**src/include/pid_controller_consts.svh**
```systemverilog
`ifndef PID_CONTROLLER_CONSTS_SVH
`define PID_CONTROLLER_CONSTS_SVH

// channel count and widths
`define N_CHAN          4       // loop channels, adc n feeds dac n
`define W_CHAN          2       // channel number
`define W_ADC           18      // signed adc sample
`define W_PID           18      // signed pid output
`define W_DAC           16      // dac8568 code

// arithmetic scaling
`define PID_SHIFT       8       // pid sum >>> this, gives fractional gain
`define OPP_SHIFT       2       // pid output >>> this before offsetting

// output side
`define DIQ_DEPTH       8       // dac instruction queue entries
`define DAC_FRAME_BITS  24      // cmd + chan + code
`define DAC_GAP         2       // idle cycles, nsync high between frames

`endif

```
**src/source/pid_controller_pkg.sv**
```systemverilog
`default_nettype none

`include "pid_controller_consts.svh"

package pid_controller_pkg;

	typedef logic [`W_CHAN-1:0]        chan_t;      // loop channel number
	typedef logic signed [`W_ADC-1:0]  adc_t;       // raw or averaged sample
	typedef logic signed [`W_PID-1:0]  pid_t;       // saturated correction
	typedef logic signed [15:0]        coef_t;      // integer gains and setpoint
	typedef logic signed [31:0]        acc_t;       // integrator, sample sums
	typedef logic [`W_DAC-1:0]         dac_code_t;  // offset binary code

	// dac8568 command nibble
	typedef enum logic [3:0] {
		DAC_WRITE_INPUT  = 4'b0000,  // write input reg only
		DAC_WRITE_UPDATE = 4'b0011   // write and update the channel
	} dac_cmd_t;

	// serial controller states
	typedef enum logic [1:0] {
		DAC_IDLE,
		DAC_SHIFT,
		DAC_GAP
	} dac_state_t;

endpackage

`default_nettype wire

```
**src/source/dac_controller.sv**
```systemverilog
`timescale 1ns/1ps
`default_nettype none

`include "pid_controller_consts.svh"

module dac_controller (
	input  wire                              clk50,
	input  wire                              rst_n,
	input  wire                              q_valid,
	output logic                             q_ready,
	input  wire pid_controller_pkg::chan_t      q_chan,
	input  wire pid_controller_pkg::dac_code_t  q_code,
	output logic                             dac_nsync,
	output logic                             dac_sclk,
	output logic                             dac_din
);

	import pid_controller_pkg::*;

	localparam int FRAME_BITS = `DAC_FRAME_BITS;
	localparam int W_BIT      = $clog2(FRAME_BITS);
	localparam int W_GAP      = $clog2(`DAC_GAP + 1);

	dac_state_t            state;
	logic [FRAME_BITS-1:0] shreg;    // msb drives din
	logic [FRAME_BITS-1:0] frame;
	logic [W_BIT-1:0]      bit_cnt;  // bit now on din
	logic [W_GAP-1:0]      gap_cnt;

	// cmd | chan zero extended to 4 | code, msb first
	assign frame   = {DAC_WRITE_UPDATE, 4'(q_chan), q_code};
	assign q_ready = (state == DAC_IDLE);
	assign dac_din = shreg[FRAME_BITS-1];

	//////////////////////////////////////////////////////////////////////
	// each bit: one cycle sclk high, one low, dac samples on the fall
	always_ff @(posedge clk50) begin
		if (!rst_n) begin
			state     <= DAC_IDLE;
			dac_nsync <= 1'b1;
			dac_sclk  <= 1'b0;
			shreg     <= '0;
			bit_cnt   <= '0;
			gap_cnt   <= '0;
		end else begin
			case (state)
				DAC_IDLE: begin
					if (q_valid) begin
						shreg     <= frame;
						dac_nsync <= 1'b0;  // frame start
						dac_sclk  <= 1'b1;
						bit_cnt   <= '0;
						state     <= DAC_SHIFT;
					end
				end
				DAC_SHIFT: begin
					if (dac_sclk) begin
						dac_sclk <= 1'b0;
					end else if (bit_cnt == W_BIT'(FRAME_BITS - 1)) begin
						dac_nsync <= 1'b1;
						shreg     <= shreg << 1;  // empties, din back low
						gap_cnt   <= '0;
						state     <= DAC_GAP;
					end else begin
						dac_sclk <= 1'b1;  // din moves on the rise, steady at the fall
						shreg    <= shreg << 1;
						bit_cnt  <= bit_cnt + 1'b1;
					end
				end
				DAC_GAP: begin
					if (gap_cnt == W_GAP'(`DAC_GAP - 1)) begin
						state <= DAC_IDLE;
					end else begin
						gap_cnt <= gap_cnt + 1'b1;
					end
				end
				default: state <= DAC_IDLE;
			endcase
		end
	end

endmodule

`default_nettype wire

```
**src/source/dac_instr_queue.sv**
```systemverilog
`timescale 1ns/1ps
`default_nettype none

`include "pid_controller_consts.svh"

module dac_instr_queue #(
	parameter int DEPTH = `DIQ_DEPTH
) (
	input  wire                              clk50,
	input  wire                              rst_n,
	input  wire                              code_valid,
	output logic                             code_ready,
	input  wire pid_controller_pkg::chan_t      code_chan,
	input  wire pid_controller_pkg::dac_code_t  code,
	output logic                             q_valid,
	input  wire                              q_ready,
	output pid_controller_pkg::chan_t        q_chan,
	output pid_controller_pkg::dac_code_t    q_code
);

	import pid_controller_pkg::*;

	localparam int W_PTR = (DEPTH > 1) ? $clog2(DEPTH) : 1;
	localparam int W_CNT = $clog2(DEPTH + 1);

	chan_t            mem_chan [DEPTH];
	dac_code_t        mem_code [DEPTH];
	logic [W_PTR-1:0] wr_ptr;
	logic [W_PTR-1:0] rd_ptr;
	logic [W_CNT-1:0] count;   // entries held
	logic             wr_en;
	logic             rd_en;

	assign code_ready = (count != W_CNT'(DEPTH));  // back-pressure only when full
	assign q_valid    = (count != '0);
	assign wr_en      = code_valid && code_ready;
	assign rd_en      = q_valid && q_ready;
	assign q_chan     = mem_chan[rd_ptr];  // head of queue
	assign q_code     = mem_code[rd_ptr];

	//////////////////////////////////////////////////////////////////////
	// pointers wrap at DEPTH, need not be a power of two
	always_ff @(posedge clk50) begin
		if (!rst_n) begin
			wr_ptr <= '0;
			rd_ptr <= '0;
			count  <= '0;
		end else begin
			if (wr_en) begin
				wr_ptr <= (wr_ptr == W_PTR'(DEPTH - 1)) ? '0 : wr_ptr + 1'b1;
			end
			if (rd_en) begin
				rd_ptr <= (rd_ptr == W_PTR'(DEPTH - 1)) ? '0 : rd_ptr + 1'b1;
			end
			case ({wr_en, rd_en})
				2'b10:   count <= count + 1'b1;
				2'b01:   count <= count - 1'b1;
				default: count <= count;  // none, or both at once
			endcase
		end
	end

	always_ff @(posedge clk50) begin
		if (wr_en) begin
			mem_chan[wr_ptr] <= code_chan;
			mem_code[wr_ptr] <= code;
		end
	end

endmodule

`default_nettype wire

```
**src/source/output_preprocessor.sv**
```systemverilog
`timescale 1ns/1ps
`default_nettype none

`include "pid_controller_consts.svh"

module output_preprocessor (
	input  wire                              clk50,
	input  wire                              rst_n,
	input  wire                              pid_valid,
	output logic                             pid_ready,
	input  wire pid_controller_pkg::chan_t      pid_chan,
	input  wire pid_controller_pkg::pid_t       pid_data,
	input  wire pid_controller_pkg::dac_code_t  out_min,
	input  wire pid_controller_pkg::dac_code_t  out_max,
	output logic                             code_valid,
	input  wire                              code_ready,
	output pid_controller_pkg::chan_t        code_chan,
	output pid_controller_pkg::dac_code_t    code
);

	import pid_controller_pkg::*;

	typedef logic signed [19:0] wide_t;  // room for offset math and compares

	localparam wide_t MID  = 20'sd32768;  // bipolar zero -> dac mid-scale

	wide_t shifted;
	wide_t offs;     // spans 0..65535 for any pid_t
	wide_t lo;
	wide_t hi;
	wide_t val;
	logic  pid_fire;

	assign pid_ready = !code_valid || code_ready;
	assign pid_fire  = pid_valid && pid_ready;

	assign shifted = pid_data >>> `OPP_SHIFT;  // sign kept
	assign offs    = shifted + MID;
	assign lo      = $signed({4'b0000, out_min});
	assign hi      = $signed({4'b0000, out_max});

	// user window, max wins if window is inverted
	always_comb begin
		val = offs;
		if (val < lo) begin
			val = lo;
		end
		if (val > hi) begin
			val = hi;
		end
	end

	always_ff @(posedge clk50) begin
		if (!rst_n) begin
			code_valid <= 1'b0;
		end else if (pid_ready) begin
			code_valid <= pid_valid;
		end
	end

	always_ff @(posedge clk50) begin
		if (pid_fire) begin
			code_chan <= pid_chan;
			code      <= val[15:0];
		end
	end

endmodule

`default_nettype wire

```
**src/source/oversample_filter.sv**
```systemverilog
`timescale 1ns/1ps
`default_nettype none

`include "pid_controller_consts.svh"

module oversample_filter (
	input  wire                         clk50,
	input  wire                         rst_n,
	input  wire                         in_valid,
	output logic                        in_ready,
	input  wire pid_controller_pkg::chan_t in_chan,
	input  wire pid_controller_pkg::adc_t  in_data,
	input  wire [1:0]                   osf_shift,   // average 2^osf_shift samples
	output logic                        avg_valid,
	input  wire                         avg_ready,
	output pid_controller_pkg::chan_t   avg_chan,
	output pid_controller_pkg::adc_t    avg_data
);

	import pid_controller_pkg::*;

	typedef logic [3:0] cnt_t;  // reaches 8 at osf_shift 3

	acc_t  sum [`N_CHAN];       // running sum per channel
	cnt_t  cnt [`N_CHAN];       // samples taken in the current group
	logic  in_fire;
	logic  last;                // this sample closes its channel's group
	acc_t  new_sum;

	assign in_ready = !avg_valid || avg_ready;  // output reg empty or draining
	assign in_fire  = in_valid && in_ready;
	assign new_sum  = sum[in_chan] + acc_t'(in_data);  // sign extended add
	assign last     = (cnt[in_chan] + cnt_t'(1)) == (cnt_t'(1) << osf_shift);

	//////////////////////////////////////////////////////////////////////
	// group bookkeeping
	always_ff @(posedge clk50) begin
		if (!rst_n) begin
			avg_valid <= 1'b0;
			for (int c = 0; c < `N_CHAN; c++) begin
				sum[c] <= '0;
				cnt[c] <= '0;
			end
		end else begin
			if (avg_ready) begin
				avg_valid <= 1'b0;  // average taken downstream
			end
			if (in_fire) begin
				if (last) begin
					avg_valid    <= 1'b1;
					sum[in_chan] <= '0;  // start the next group clean
					cnt[in_chan] <= '0;
				end else begin
					sum[in_chan] <= new_sum;
					cnt[in_chan] <= cnt[in_chan] + cnt_t'(1);
				end
			end
		end
	end

	// average = sum / 2^osf_shift, rounds toward -inf
	always_ff @(posedge clk50) begin
		if (in_fire && last) begin
			avg_chan <= in_chan;
			avg_data <= adc_t'(new_sum >>> osf_shift);
		end
	end

endmodule

`default_nettype wire

```
**src/source/pid_controller.sv**
```systemverilog
`timescale 1ns/1ps
`default_nettype none

module pid_controller (
	input  wire                              clk50,       // 50MHz system clock
	input  wire                              rst_n,
	input  wire                              sample_valid,
	output logic                             sample_ready,
	input  wire pid_controller_pkg::chan_t      sample_chan,
	input  wire pid_controller_pkg::adc_t       sample_data,
	input  wire [1:0]                        osf_shift,
	input  wire pid_controller_pkg::coef_t      setpoint,
	input  wire pid_controller_pkg::coef_t      p_coef,
	input  wire pid_controller_pkg::coef_t      i_coef,
	input  wire pid_controller_pkg::coef_t      d_coef,
	input  wire pid_controller_pkg::dac_code_t  out_min,
	input  wire pid_controller_pkg::dac_code_t  out_max,
	output logic                             dac_nsync,   // -> dac8568
	output logic                             dac_sclk,
	output logic                             dac_din
);

	import pid_controller_pkg::*;

	//////////////////////////////////////////////////////////////////////
	// stage links

	logic      avg_valid;   // osf -> pid
	logic      avg_ready;
	chan_t     avg_chan;
	adc_t      avg_data;
	logic      pid_valid;   // pid -> opp
	logic      pid_ready;
	chan_t     pid_chan;
	pid_t      pid_data;
	logic      code_valid;  // opp -> queue
	logic      code_ready;
	chan_t     code_chan;
	dac_code_t code;
	logic      q_valid;     // queue -> serial out
	logic      q_ready;
	chan_t     q_chan;
	dac_code_t q_code;

	oversample_filter osf (
		.clk50		(clk50),
		.rst_n		(rst_n),
		.in_valid	(sample_valid),
		.in_ready	(sample_ready),
		.in_chan	(sample_chan),
		.in_data	(sample_data),
		.osf_shift	(osf_shift),
		.avg_valid	(avg_valid),
		.avg_ready	(avg_ready),
		.avg_chan	(avg_chan),
		.avg_data	(avg_data)
	);

	pid_core pid (
		.clk50		(clk50),
		.rst_n		(rst_n),
		.avg_valid	(avg_valid),
		.avg_ready	(avg_ready),
		.avg_chan	(avg_chan),
		.avg_data	(avg_data),
		.setpoint	(setpoint),
		.p_coef		(p_coef),
		.i_coef		(i_coef),
		.d_coef		(d_coef),
		.pid_valid	(pid_valid),
		.pid_ready	(pid_ready),
		.pid_chan	(pid_chan),
		.pid_data	(pid_data)
	);

	// pid channel n always lands on dac channel n
	output_preprocessor opp (
		.clk50		(clk50),
		.rst_n		(rst_n),
		.pid_valid	(pid_valid),
		.pid_ready	(pid_ready),
		.pid_chan	(pid_chan),
		.pid_data	(pid_data),
		.out_min	(out_min),
		.out_max	(out_max),
		.code_valid	(code_valid),
		.code_ready	(code_ready),
		.code_chan	(code_chan),
		.code		(code)
	);

	dac_instr_queue dac_iq (
		.clk50		(clk50),
		.rst_n		(rst_n),
		.code_valid	(code_valid),
		.code_ready	(code_ready),
		.code_chan	(code_chan),
		.code		(code),
		.q_valid	(q_valid),
		.q_ready	(q_ready),
		.q_chan		(q_chan),
		.q_code		(q_code)
	);

	dac_controller dac_cntrl (
		.clk50		(clk50),
		.rst_n		(rst_n),
		.q_valid	(q_valid),
		.q_ready	(q_ready),
		.q_chan		(q_chan),
		.q_code		(q_code),
		.dac_nsync	(dac_nsync),
		.dac_sclk	(dac_sclk),
		.dac_din	(dac_din)
	);

endmodule

`default_nettype wire

```
**src/source/pid_core.sv**
```systemverilog
`timescale 1ns/1ps
`default_nettype none

`include "pid_controller_consts.svh"

module pid_core (
	input  wire                           clk50,
	input  wire                           rst_n,
	input  wire                           avg_valid,
	output logic                          avg_ready,
	input  wire pid_controller_pkg::chan_t   avg_chan,
	input  wire pid_controller_pkg::adc_t    avg_data,
	input  wire pid_controller_pkg::coef_t   setpoint,
	input  wire pid_controller_pkg::coef_t   p_coef,
	input  wire pid_controller_pkg::coef_t   i_coef,
	input  wire pid_controller_pkg::coef_t   d_coef,
	output logic                          pid_valid,
	input  wire                           pid_ready,
	output pid_controller_pkg::chan_t     pid_chan,
	output pid_controller_pkg::pid_t      pid_data
);

	import pid_controller_pkg::*;

	typedef logic signed [47:0] prod_t;  // products and their sum

	localparam prod_t PID_MAX = (prod_t'(1) <<< (`W_PID - 1)) - prod_t'(1);
	localparam prod_t PID_MIN = -PID_MAX - prod_t'(1);

	acc_t  integ [`N_CHAN];     // integrator, wraps on overflow
	acc_t  prev_err [`N_CHAN];  // last error seen, for the d term
	logic  advance;             // whole pipe moves this cycle
	logic  avg_fire;
	acc_t  err;
	acc_t  integ_new;
	acc_t  err_diff;
	logic  s1_valid;
	chan_t s1_chan;
	prod_t p_prod;
	prod_t i_prod;
	prod_t d_prod;
	prod_t sum;
	prod_t sum_sh;
	pid_t  sat;

	assign advance   = !pid_valid || pid_ready;
	assign avg_ready = advance;
	assign avg_fire  = avg_valid && advance;

	assign err       = acc_t'(setpoint) - acc_t'(avg_data);
	assign integ_new = integ[avg_chan] + err;
	assign err_diff  = err - prev_err[avg_chan];

	//////////////////////////////////////////////////////////////////////
	// stage 2 sum, scale and saturate
	assign sum    = p_prod + i_prod + d_prod;
	assign sum_sh = sum >>> `PID_SHIFT;

	always_comb begin
		if (sum_sh > PID_MAX) begin
			sat = pid_t'(PID_MAX);
		end else if (sum_sh < PID_MIN) begin
			sat = pid_t'(PID_MIN);
		end else begin
			sat = pid_t'(sum_sh);
		end
	end

	always_ff @(posedge clk50) begin
		if (!rst_n) begin
			s1_valid  <= 1'b0;
			pid_valid <= 1'b0;
			for (int c = 0; c < `N_CHAN; c++) begin
				integ[c]    <= '0;
				prev_err[c] <= '0;
			end
		end else begin
			if (advance) begin
				s1_valid  <= avg_fire;
				pid_valid <= s1_valid;
			end
			if (avg_fire) begin
				integ[avg_chan]    <= integ_new;
				prev_err[avg_chan] <= err;
			end
		end
	end

	always_ff @(posedge clk50) begin
		if (avg_fire) begin  // stage 1 products
			s1_chan <= avg_chan;
			p_prod  <= prod_t'(p_coef) * prod_t'(err);
			i_prod  <= prod_t'(i_coef) * prod_t'(integ_new);
			d_prod  <= prod_t'(d_coef) * prod_t'(err_diff);
		end
		if (advance && s1_valid) begin
			pid_chan <= s1_chan;
			pid_data <= sat;
		end
	end

endmodule

`default_nettype wire
```
**config.mk**
```make
export PLATFORM = sky130hd
export DESIGN_NAME = pid_controller
export DESIGN_NICKNAME = d
export VERILOG_FILES = /design/src/source/pid_controller_pkg.sv /design/src/source/dac_controller.sv /design/src/source/dac_instr_queue.sv /design/src/source/output_preprocessor.sv /design/src/source/oversample_filter.sv /design/src/source/pid_controller.sv /design/src/source/pid_core.sv
export VERILOG_INCLUDE_DIRS = /design/src /design/src/include
export SDC_FILE = /design/constraint.sdc
export NUM_CORES = 2
export LEC_CHECK = 0
export ABC_CLOCK_PERIOD_IN_PS = 10650
export CELL_PAD_IN_SITES_DETAIL_PLACEMENT = 0
export CELL_PAD_IN_SITES_GLOBAL_PLACEMENT = 1
export CORE_UTILIZATION = 35
export DETAILED_ROUTE_END_ITERATION = 10
export DONT_BUFFER_PORTS = 1
export GPL_TIMING_DRIVEN = 0
export PLACE_DENSITY = 0.63
export SYNTH_ARGS = -nofsm -noshare
export SYNTH_HDL_FRONTEND = slang
export SYNTH_SLANG_ARGS = --single-unit
```
**constraint.sdc**
```tcl
create_clock -name clk50 -period 10.65 [get_ports clk50]
set_input_delay 0.5325 -clock clk50 [delete_from_list [all_inputs] [get_ports clk50]]
set_output_delay 0.5325 -clock clk50 [all_outputs]
set_load 0.05 [all_outputs]
```
==> After elaboration in Yosys (flattened, before gate mapping) <==
Memory sizes are Yosys's and may differ from the RTL's. A register that Yosys moved wholly into a read port is not among the register bits.
Cells that the tools add are included.
{ "totals": {"register_bits": 253, "ram_bits": 544, "wordCells": 165, "n_memories": 6} }
{ "memory_table": {"columns": ["name", "words", "word_bits", "rd", "rd_clocked_by_memory_dff", "write_ports", "line", "source"], "rows": [
  ["dac_iq.mem_code", 8, 16, 1, 1, 1, "dac_instr_queue.sv:27", "dac_code_t mem_code [DEPTH];"],
  ["osf.sum", 4, 32, 1, 0, 4, "oversample_filter.sv:24", "acc_t sum [`N_CHAN];"],
  ["pid.integ", 4, 32, 1, 1, 4, "pid_core.sv:30", "acc_t integ [`N_CHAN];"],
  ["pid.prev_err", 4, 32, 1, 1, 4, "pid_core.sv:31", "acc_t prev_err [`N_CHAN];"],
  ["dac_iq.mem_chan", 8, 2, 1, 1, 1, "dac_instr_queue.sv:26", "chan_t mem_chan [DEPTH];"],
  ["osf.cnt", 4, 4, 1, 0, 4, "oversample_filter.sv:25", "cnt_t cnt [`N_CHAN];"]
]} }
{ "op_classes": {"add_sub_neg": 14, "n_mul": 3, "magnitude_cmp": 4, "eq_ne": 16, "shifts": 2, "muxes": 67, "bitwise_logic": 2, "n_reduce_logical": 28} }
{ "op_table": {"columns": ["cell", "count"], "rows": [
  ["$mux 32", 4],
  ["$add 48x48->48", 2],
  ["$mul 16x32->48", 2],
  ["$reduce_or 32->1", 3],
  ["$mux 24", 2],
  ["$pmux 24 s2", 1],
  ["$gt 40x18->1 const B", 1],
  ["$lt 40x18->1 const B", 1],
  ["$mul 16x19->35", 1],
  ["$add 32x18->32", 1],
  ["$add 32x19->32", 1],
  ["$sshr 32x2->18", 1],
  ["$sub 19x32->32", 1],
  ["$mux 1", 27],
  ["$mux 2", 13],
  ["$gt 20x17->1", 1],
  ["$lt 20x17->1", 1],
  ["$mux 20", 1],
  ["$sub 16x18->19", 1],
  ["$add 16x17->18 const B", 1],
  ["$mux 18", 1],
  ["$mux 3", 6],
  ["$mux 16", 1],
  ["$reduce_and 4->1", 4],
  ["other kinds (31)", 58]
]} }

==> Longest topological paths before layout <==
{ "depth": {"word_depth": 11, "depth_mapped": 53} }

==> Modules after synthesis <==
A second synthesis with hierarchy kept.
{ "hier_totals": {"cells_unflattened": 7902, "area_unflattened_um2": 82256.4} }
{ "modules_own_cells": {"columns": ["mod", "instances", "cells_each", "area_per_inst_um2"], "rows": [
  ["pid_core", 1, 6772, 66073.4],
  ["oversample_filter", 1, 517, 6493.7],
  ["dac_instr_queue", 1, 285, 6258.5],
  ["output_preprocessor", 1, 164, 1801.7],
  ["dac_controller", 1, 164, 1629.1]
]} }

==> Worst setup path before layout <==
OpenSTA, ideal clock, no wires.
{ "synth_path": {"kind": "input port to flip-flop", "startpoint": "input setpoint[1]", "endpoint": "register pid.i_prod[42] (data pin)", "setup_ns": 0.259, "arrival_ns": 11.082, "slack_ns": -0.691, "cell_stages": 46, "n_path_buf": 3, "path_cell_list": "ha_1 -> nor2b_1 -> o21ai_0 -> a21boi_0 -> o21ai_0 -> a21boi_0 -> o21a_1 -> o21ai_0 -> a21oi_1 -> o41a_1 -> nand4_1 -> and3b_1 -> xor2_1 -> inv_1 -> buf_1 -> ha_1 -> clkbuf_1 -> nand2_1 -> [10 not listed] -> inv_1 -> fa_1 -> fa_1 -> inv_1 -> fa_1 -> inv_1 -> ha_1 -> and3_1 -> and3_1 -> nand2_1 -> o21ai_0 -> o41ai_1 -> a2111oi_0 -> o41ai_1 -> nand2b_1 -> a21o_1 -> a21oi_1 -> xnor2_1"} }
{ "synth_between": {"elab_chain_cells": 3} }
{ "synth_lines": {"columns": ["item", "line", "source"], "rows": [
  ["start: declaration", "pid_controller.sv:12", "input wire pid_controller_pkg::coef_t setpoint,"],
  ["$sub 16x18->19", "pid_core.sv:50", "assign err = acc_t'(setpoint) - acc_t'(avg_data);"],
  ["$add 32x19->32", "pid_core.sv:51", "assign integ_new = integ[avg_chan] + err;"],
  ["$mul 16x32->48", "pid_core.sv:93", "i_prod <= prod_t'(i_coef) * prod_t'(integ_new);"],
  ["end signal: assignment", "pid_core.sv:93", null],
  ["end: declaration", "pid_core.sv:40", "prod_t i_prod;"]
]} }
No other way between the ends.
A chain may end at the register's enable or synchronous reset.

==> Final worst setup path <==
{ "layout_path": {"startpoint": "register osf.avg_data[1]", "endpoint": "register pid.i_prod[47] (data pin)"} }
{ "layout_between": {"elab_chain_cells": 3} }
{ "layout_lines": {"columns": ["item", "line", "source"], "rows": [
  ["start: declaration", "oversample_filter.sv:17", "output pid_controller_pkg::adc_t avg_data"],
  ["start signal: assignment", "oversample_filter.sv:65", "avg_data <= adc_t'(new_sum >>> osf_shift);"],
  ["$sub 16x18->19", "pid_core.sv:50", null],
  ["$add 32x19->32", "pid_core.sv:51", null],
  ["$mul 16x32->48", "pid_core.sv:93", null]
]} }
No other way between the ends.

==> reports/qor.csv <==
stage,metric,value,unit
run_status,status,"finished, violations left",
run_status,failing checks,setup timing,
synth,post-synth top area share,0.324,
worst_hold_path,hold path depth,1,
timing,Final Max Slew Viols,0,
synth,largest cells by area after synthesis,"fa_1 32%, edfxtp_1 23%, ha_1 7.5%, inv_1 7.4%, nand2_1 4.3%",
routing,vias,57779,
floorplan,I/O pin cnt,125,
floorplan,cell row count,177,
cts,CTS Buf Count,77,
worst_hold_path,hold path start,p_coef[0],
cts,root buffer cell,clkbuf_16,
synth,Seq cells post-synth,691,
timing,Hold WS,101,ps
run,MaxCap Viol Count,0,
synth,Mapped Cells,7991,
setup_path,Worst setup EP type,flip-flop,
grt,initial antenna violation count,34,
routing,post-route DRC violation count,0,
synth,Mapped Nets,9930,
grt,first-pass GRT wire length,391,mm
cts,CTS tree,built,
routing,Post-DRT Antenna Nets,0,
floorplan,starting density of the core,0.352,
placed_design,number of port buffers,0,
timing,worst slew pin tran,1300,ps
synth,post-synthesis cell area,82000,sq um
setup_path,Critical Setup Path Class,flip-flop to flip-flop,
placed_design,HPWL after detailed placement,205,mm
setup_path,CP bufs+invs,9,
synth,Synth warnings,0,
timing,Final Hold Vio Count,0,
cts,worst skew pair latency,700,ps
setup_path,Max stage delay on crit path,550,ps
finish,Layout Utilization,0.408,
grt,largest net degree at the start of global routing,83,
finish,Multi-input gate area,57400,sq um
grt,GRT Overall Usage,0.222,
finish,Fillers,22701,
cts,CTS max path bufs,3,
routing,drt first pass iters,6,
setup_path,CP top delay family,compound AO/OA/AOI/OAI gates,
finish,layout cells sized above 1,0.130,
floorplan,Die ar.,236000,sq um
timing,final setup vio count,16,
finish,"commonest non-fill, non-tap cells in the layout","1562 x inv_1, 1301 x fa_1, 918 x nand2_1",
setup_path,startpoint type of the worst setup path,flip-flop,
setup_path,"Max FO, Critical Path",5,
grt,GR Overflow Total,0,
floorplan,Core Area,233000,sq um
floorplan,die width,486,um
setup_path,FF-to-FF path depth,48,
floorplan,Die Y,486,um
cts,"Reg clk slew, reported paths",60,ps
cts,CTS HTree Levels,3,
synth,Synth async-reset ratio,0,
setup_path,Crit path depth,48,
synth,Avg Inst Size Synth,10.3,sq um
setup_path,Critical path origin,osf.avg_data[1],
routing,DR WL/cell,22.3,um
synth,cell taking the most area after synthesis,fa_1,
timing,RSZ-0062 raised after global routing,true,
routing,DR vias/cell,5.00,
finish,Layout area overhead,15.8,%
grt,number of global-route vias before repair,61819,
cts,TritonCTS sink count,691,
setup_path,crit path DAT,11370,ps
synth,post-synthesis sequential area ratio,0.247,
timing,period utilization,1.03,
setup_path,Worst path slowest cell,fa_1,
finish,register area,20200,sq um
timing,crit path time final,10950,ps
setup_path,Critical Path RT,11070,ps
finish,NumNets Final,10286,
synth,Post-synth EDFFs,637,
routing,first-iteration detailed-routing DRC count,4083,
synth,post-synth cell types,94,
setup_path,Worst path most repeated cell,fa_1,
placed_design,placer congestion estimate,0.906,
timing,final setup margin,-300,ps
timing,Worst Clk Skew,68.7,ps
finish,"commonest non-fill, non-tap cell in the layout",inv_1,
synth,dominant synthesized flop cell,edfxtp_1,
worst_hold_path,Worst Hold Class,primary input to flip-flop,
timing,Max Fclk,91.3,MHz
routing,final WL,257,mm
timing,Slew HR,0.128,
setup_path,RR Startpoint,osf.avg_data[1],
## state kept, by name, indices dropped and copies added, names as in the netlist, 3 cells and up, named ones only
register           flops
dac_iq.count           4
dac_iq.mem_chan       16
opp.code              16
dac_iq.mem_code      128
pid.pid_data          16
osf.cnt               16
dac_cntrl.shreg       24
osf.sum               84
pid.p_prod            35
dac_cntrl.bit_cnt      5
osf.avg_data          18
dac_iq.wr_ptr          3
pid.prev_err          76
pid.i_prod            48
dac_iq.rd_ptr          3
pid.integ            128
pid.d_prod            48
## layer usage
layer	GRT usage	part of all wire	up-vias
met5	0	0.00030	-
met2	0.374	0.48	1458
li1	-	-	25861
met3	0.0316	0.056	308
met4	0.0570	0.029	12
met1	0.297	0.43	30140
## synth_stat cells (all sizes together), types with 57 or more instances
cell type and number:
inv 1611, fa 1327, nand2 941, edfxtp 637
ha 491, nor2 465, and2 463, clkbuf 299
a21oi 232, xnor2 179, o21ai 123, a21o 117
mux4 115, nor2b 104, xor2 81, nand2b 62
nor3 57
## final timing paths
path,end,slack (ps)
min,pid.p_prod[0],100
min reg2reg,opp.code_chan[0],420
max,pid.i_prod[47],-300
max reg2reg,pid.i_prod[47],-300
## worst reg2reg max path, delay by kind of cell, from the launching register on
family	cells	cell delay, ps
DFF	1	400
adders and majority gates	9	3790
buffers and inverters	9	960
AOI/OAI and AO/OA	24	4720
and+or+nand+nor	3	440
xor gates and xnor gates	3	410
## cell families (layout without fill, tap and decap cells)
family / count (synthesis) / in the layout / share of synthesized area
and+or+nand+nor: 2322 / 2322 / 0.134
AOI/OAI and AO/OA: 770 / 770 / 0.0635
xor gates and xnor gates: 260 / 260 / 0.0278
DFF: 691 / 691 / 0.247
muxes: 176 / 176 / 0.0393
adders and majority gates: 1818 / 1818 / 0.399
buffers and inverters: 1954 / 2370 / 0.0900
other: 0 / 17 / 0
## what timing repair did
item                       4_1_cts  5_1_grt
hold buffers                     3        0
pin swaps                      224      193
hold endpoints to repair         3        0
resized for setup              606      192
cloned                           1        0
setup buffers                  227       60
setup endpoints to repair       78       46
## through the flow
stage	cell area (sq um)	std cells	setup TNS, ps	setup WS [ps]
global route	94900	11546	-11540	-648
floorplan	82200	7991	0	0.893
global placement	86100	11123	-188020	-3810
CTS	93700	11487	-2240	-255
finish	95000	11556	-2750	-300
detailed placement	86500	11141	-174740	-3810
## cell type report
type / count / area share
diodes: 17 / 0.000448
plain buffers: 316 / 0.0193
clock buffers: 100 / 0.0216
clock inverters: 39 / 0.00515
inverters: 1612 / 0.0645
multi-input cells: 5346 / 0.605
flip-flops and latches: 691 / 0.213
well taps: 3132 / 0.0413
repair buffers: 303 / 0.0299
Power is not shown: default switching activity piles up to over one toggle a cycle in this logic, so the estimate is an artifact.
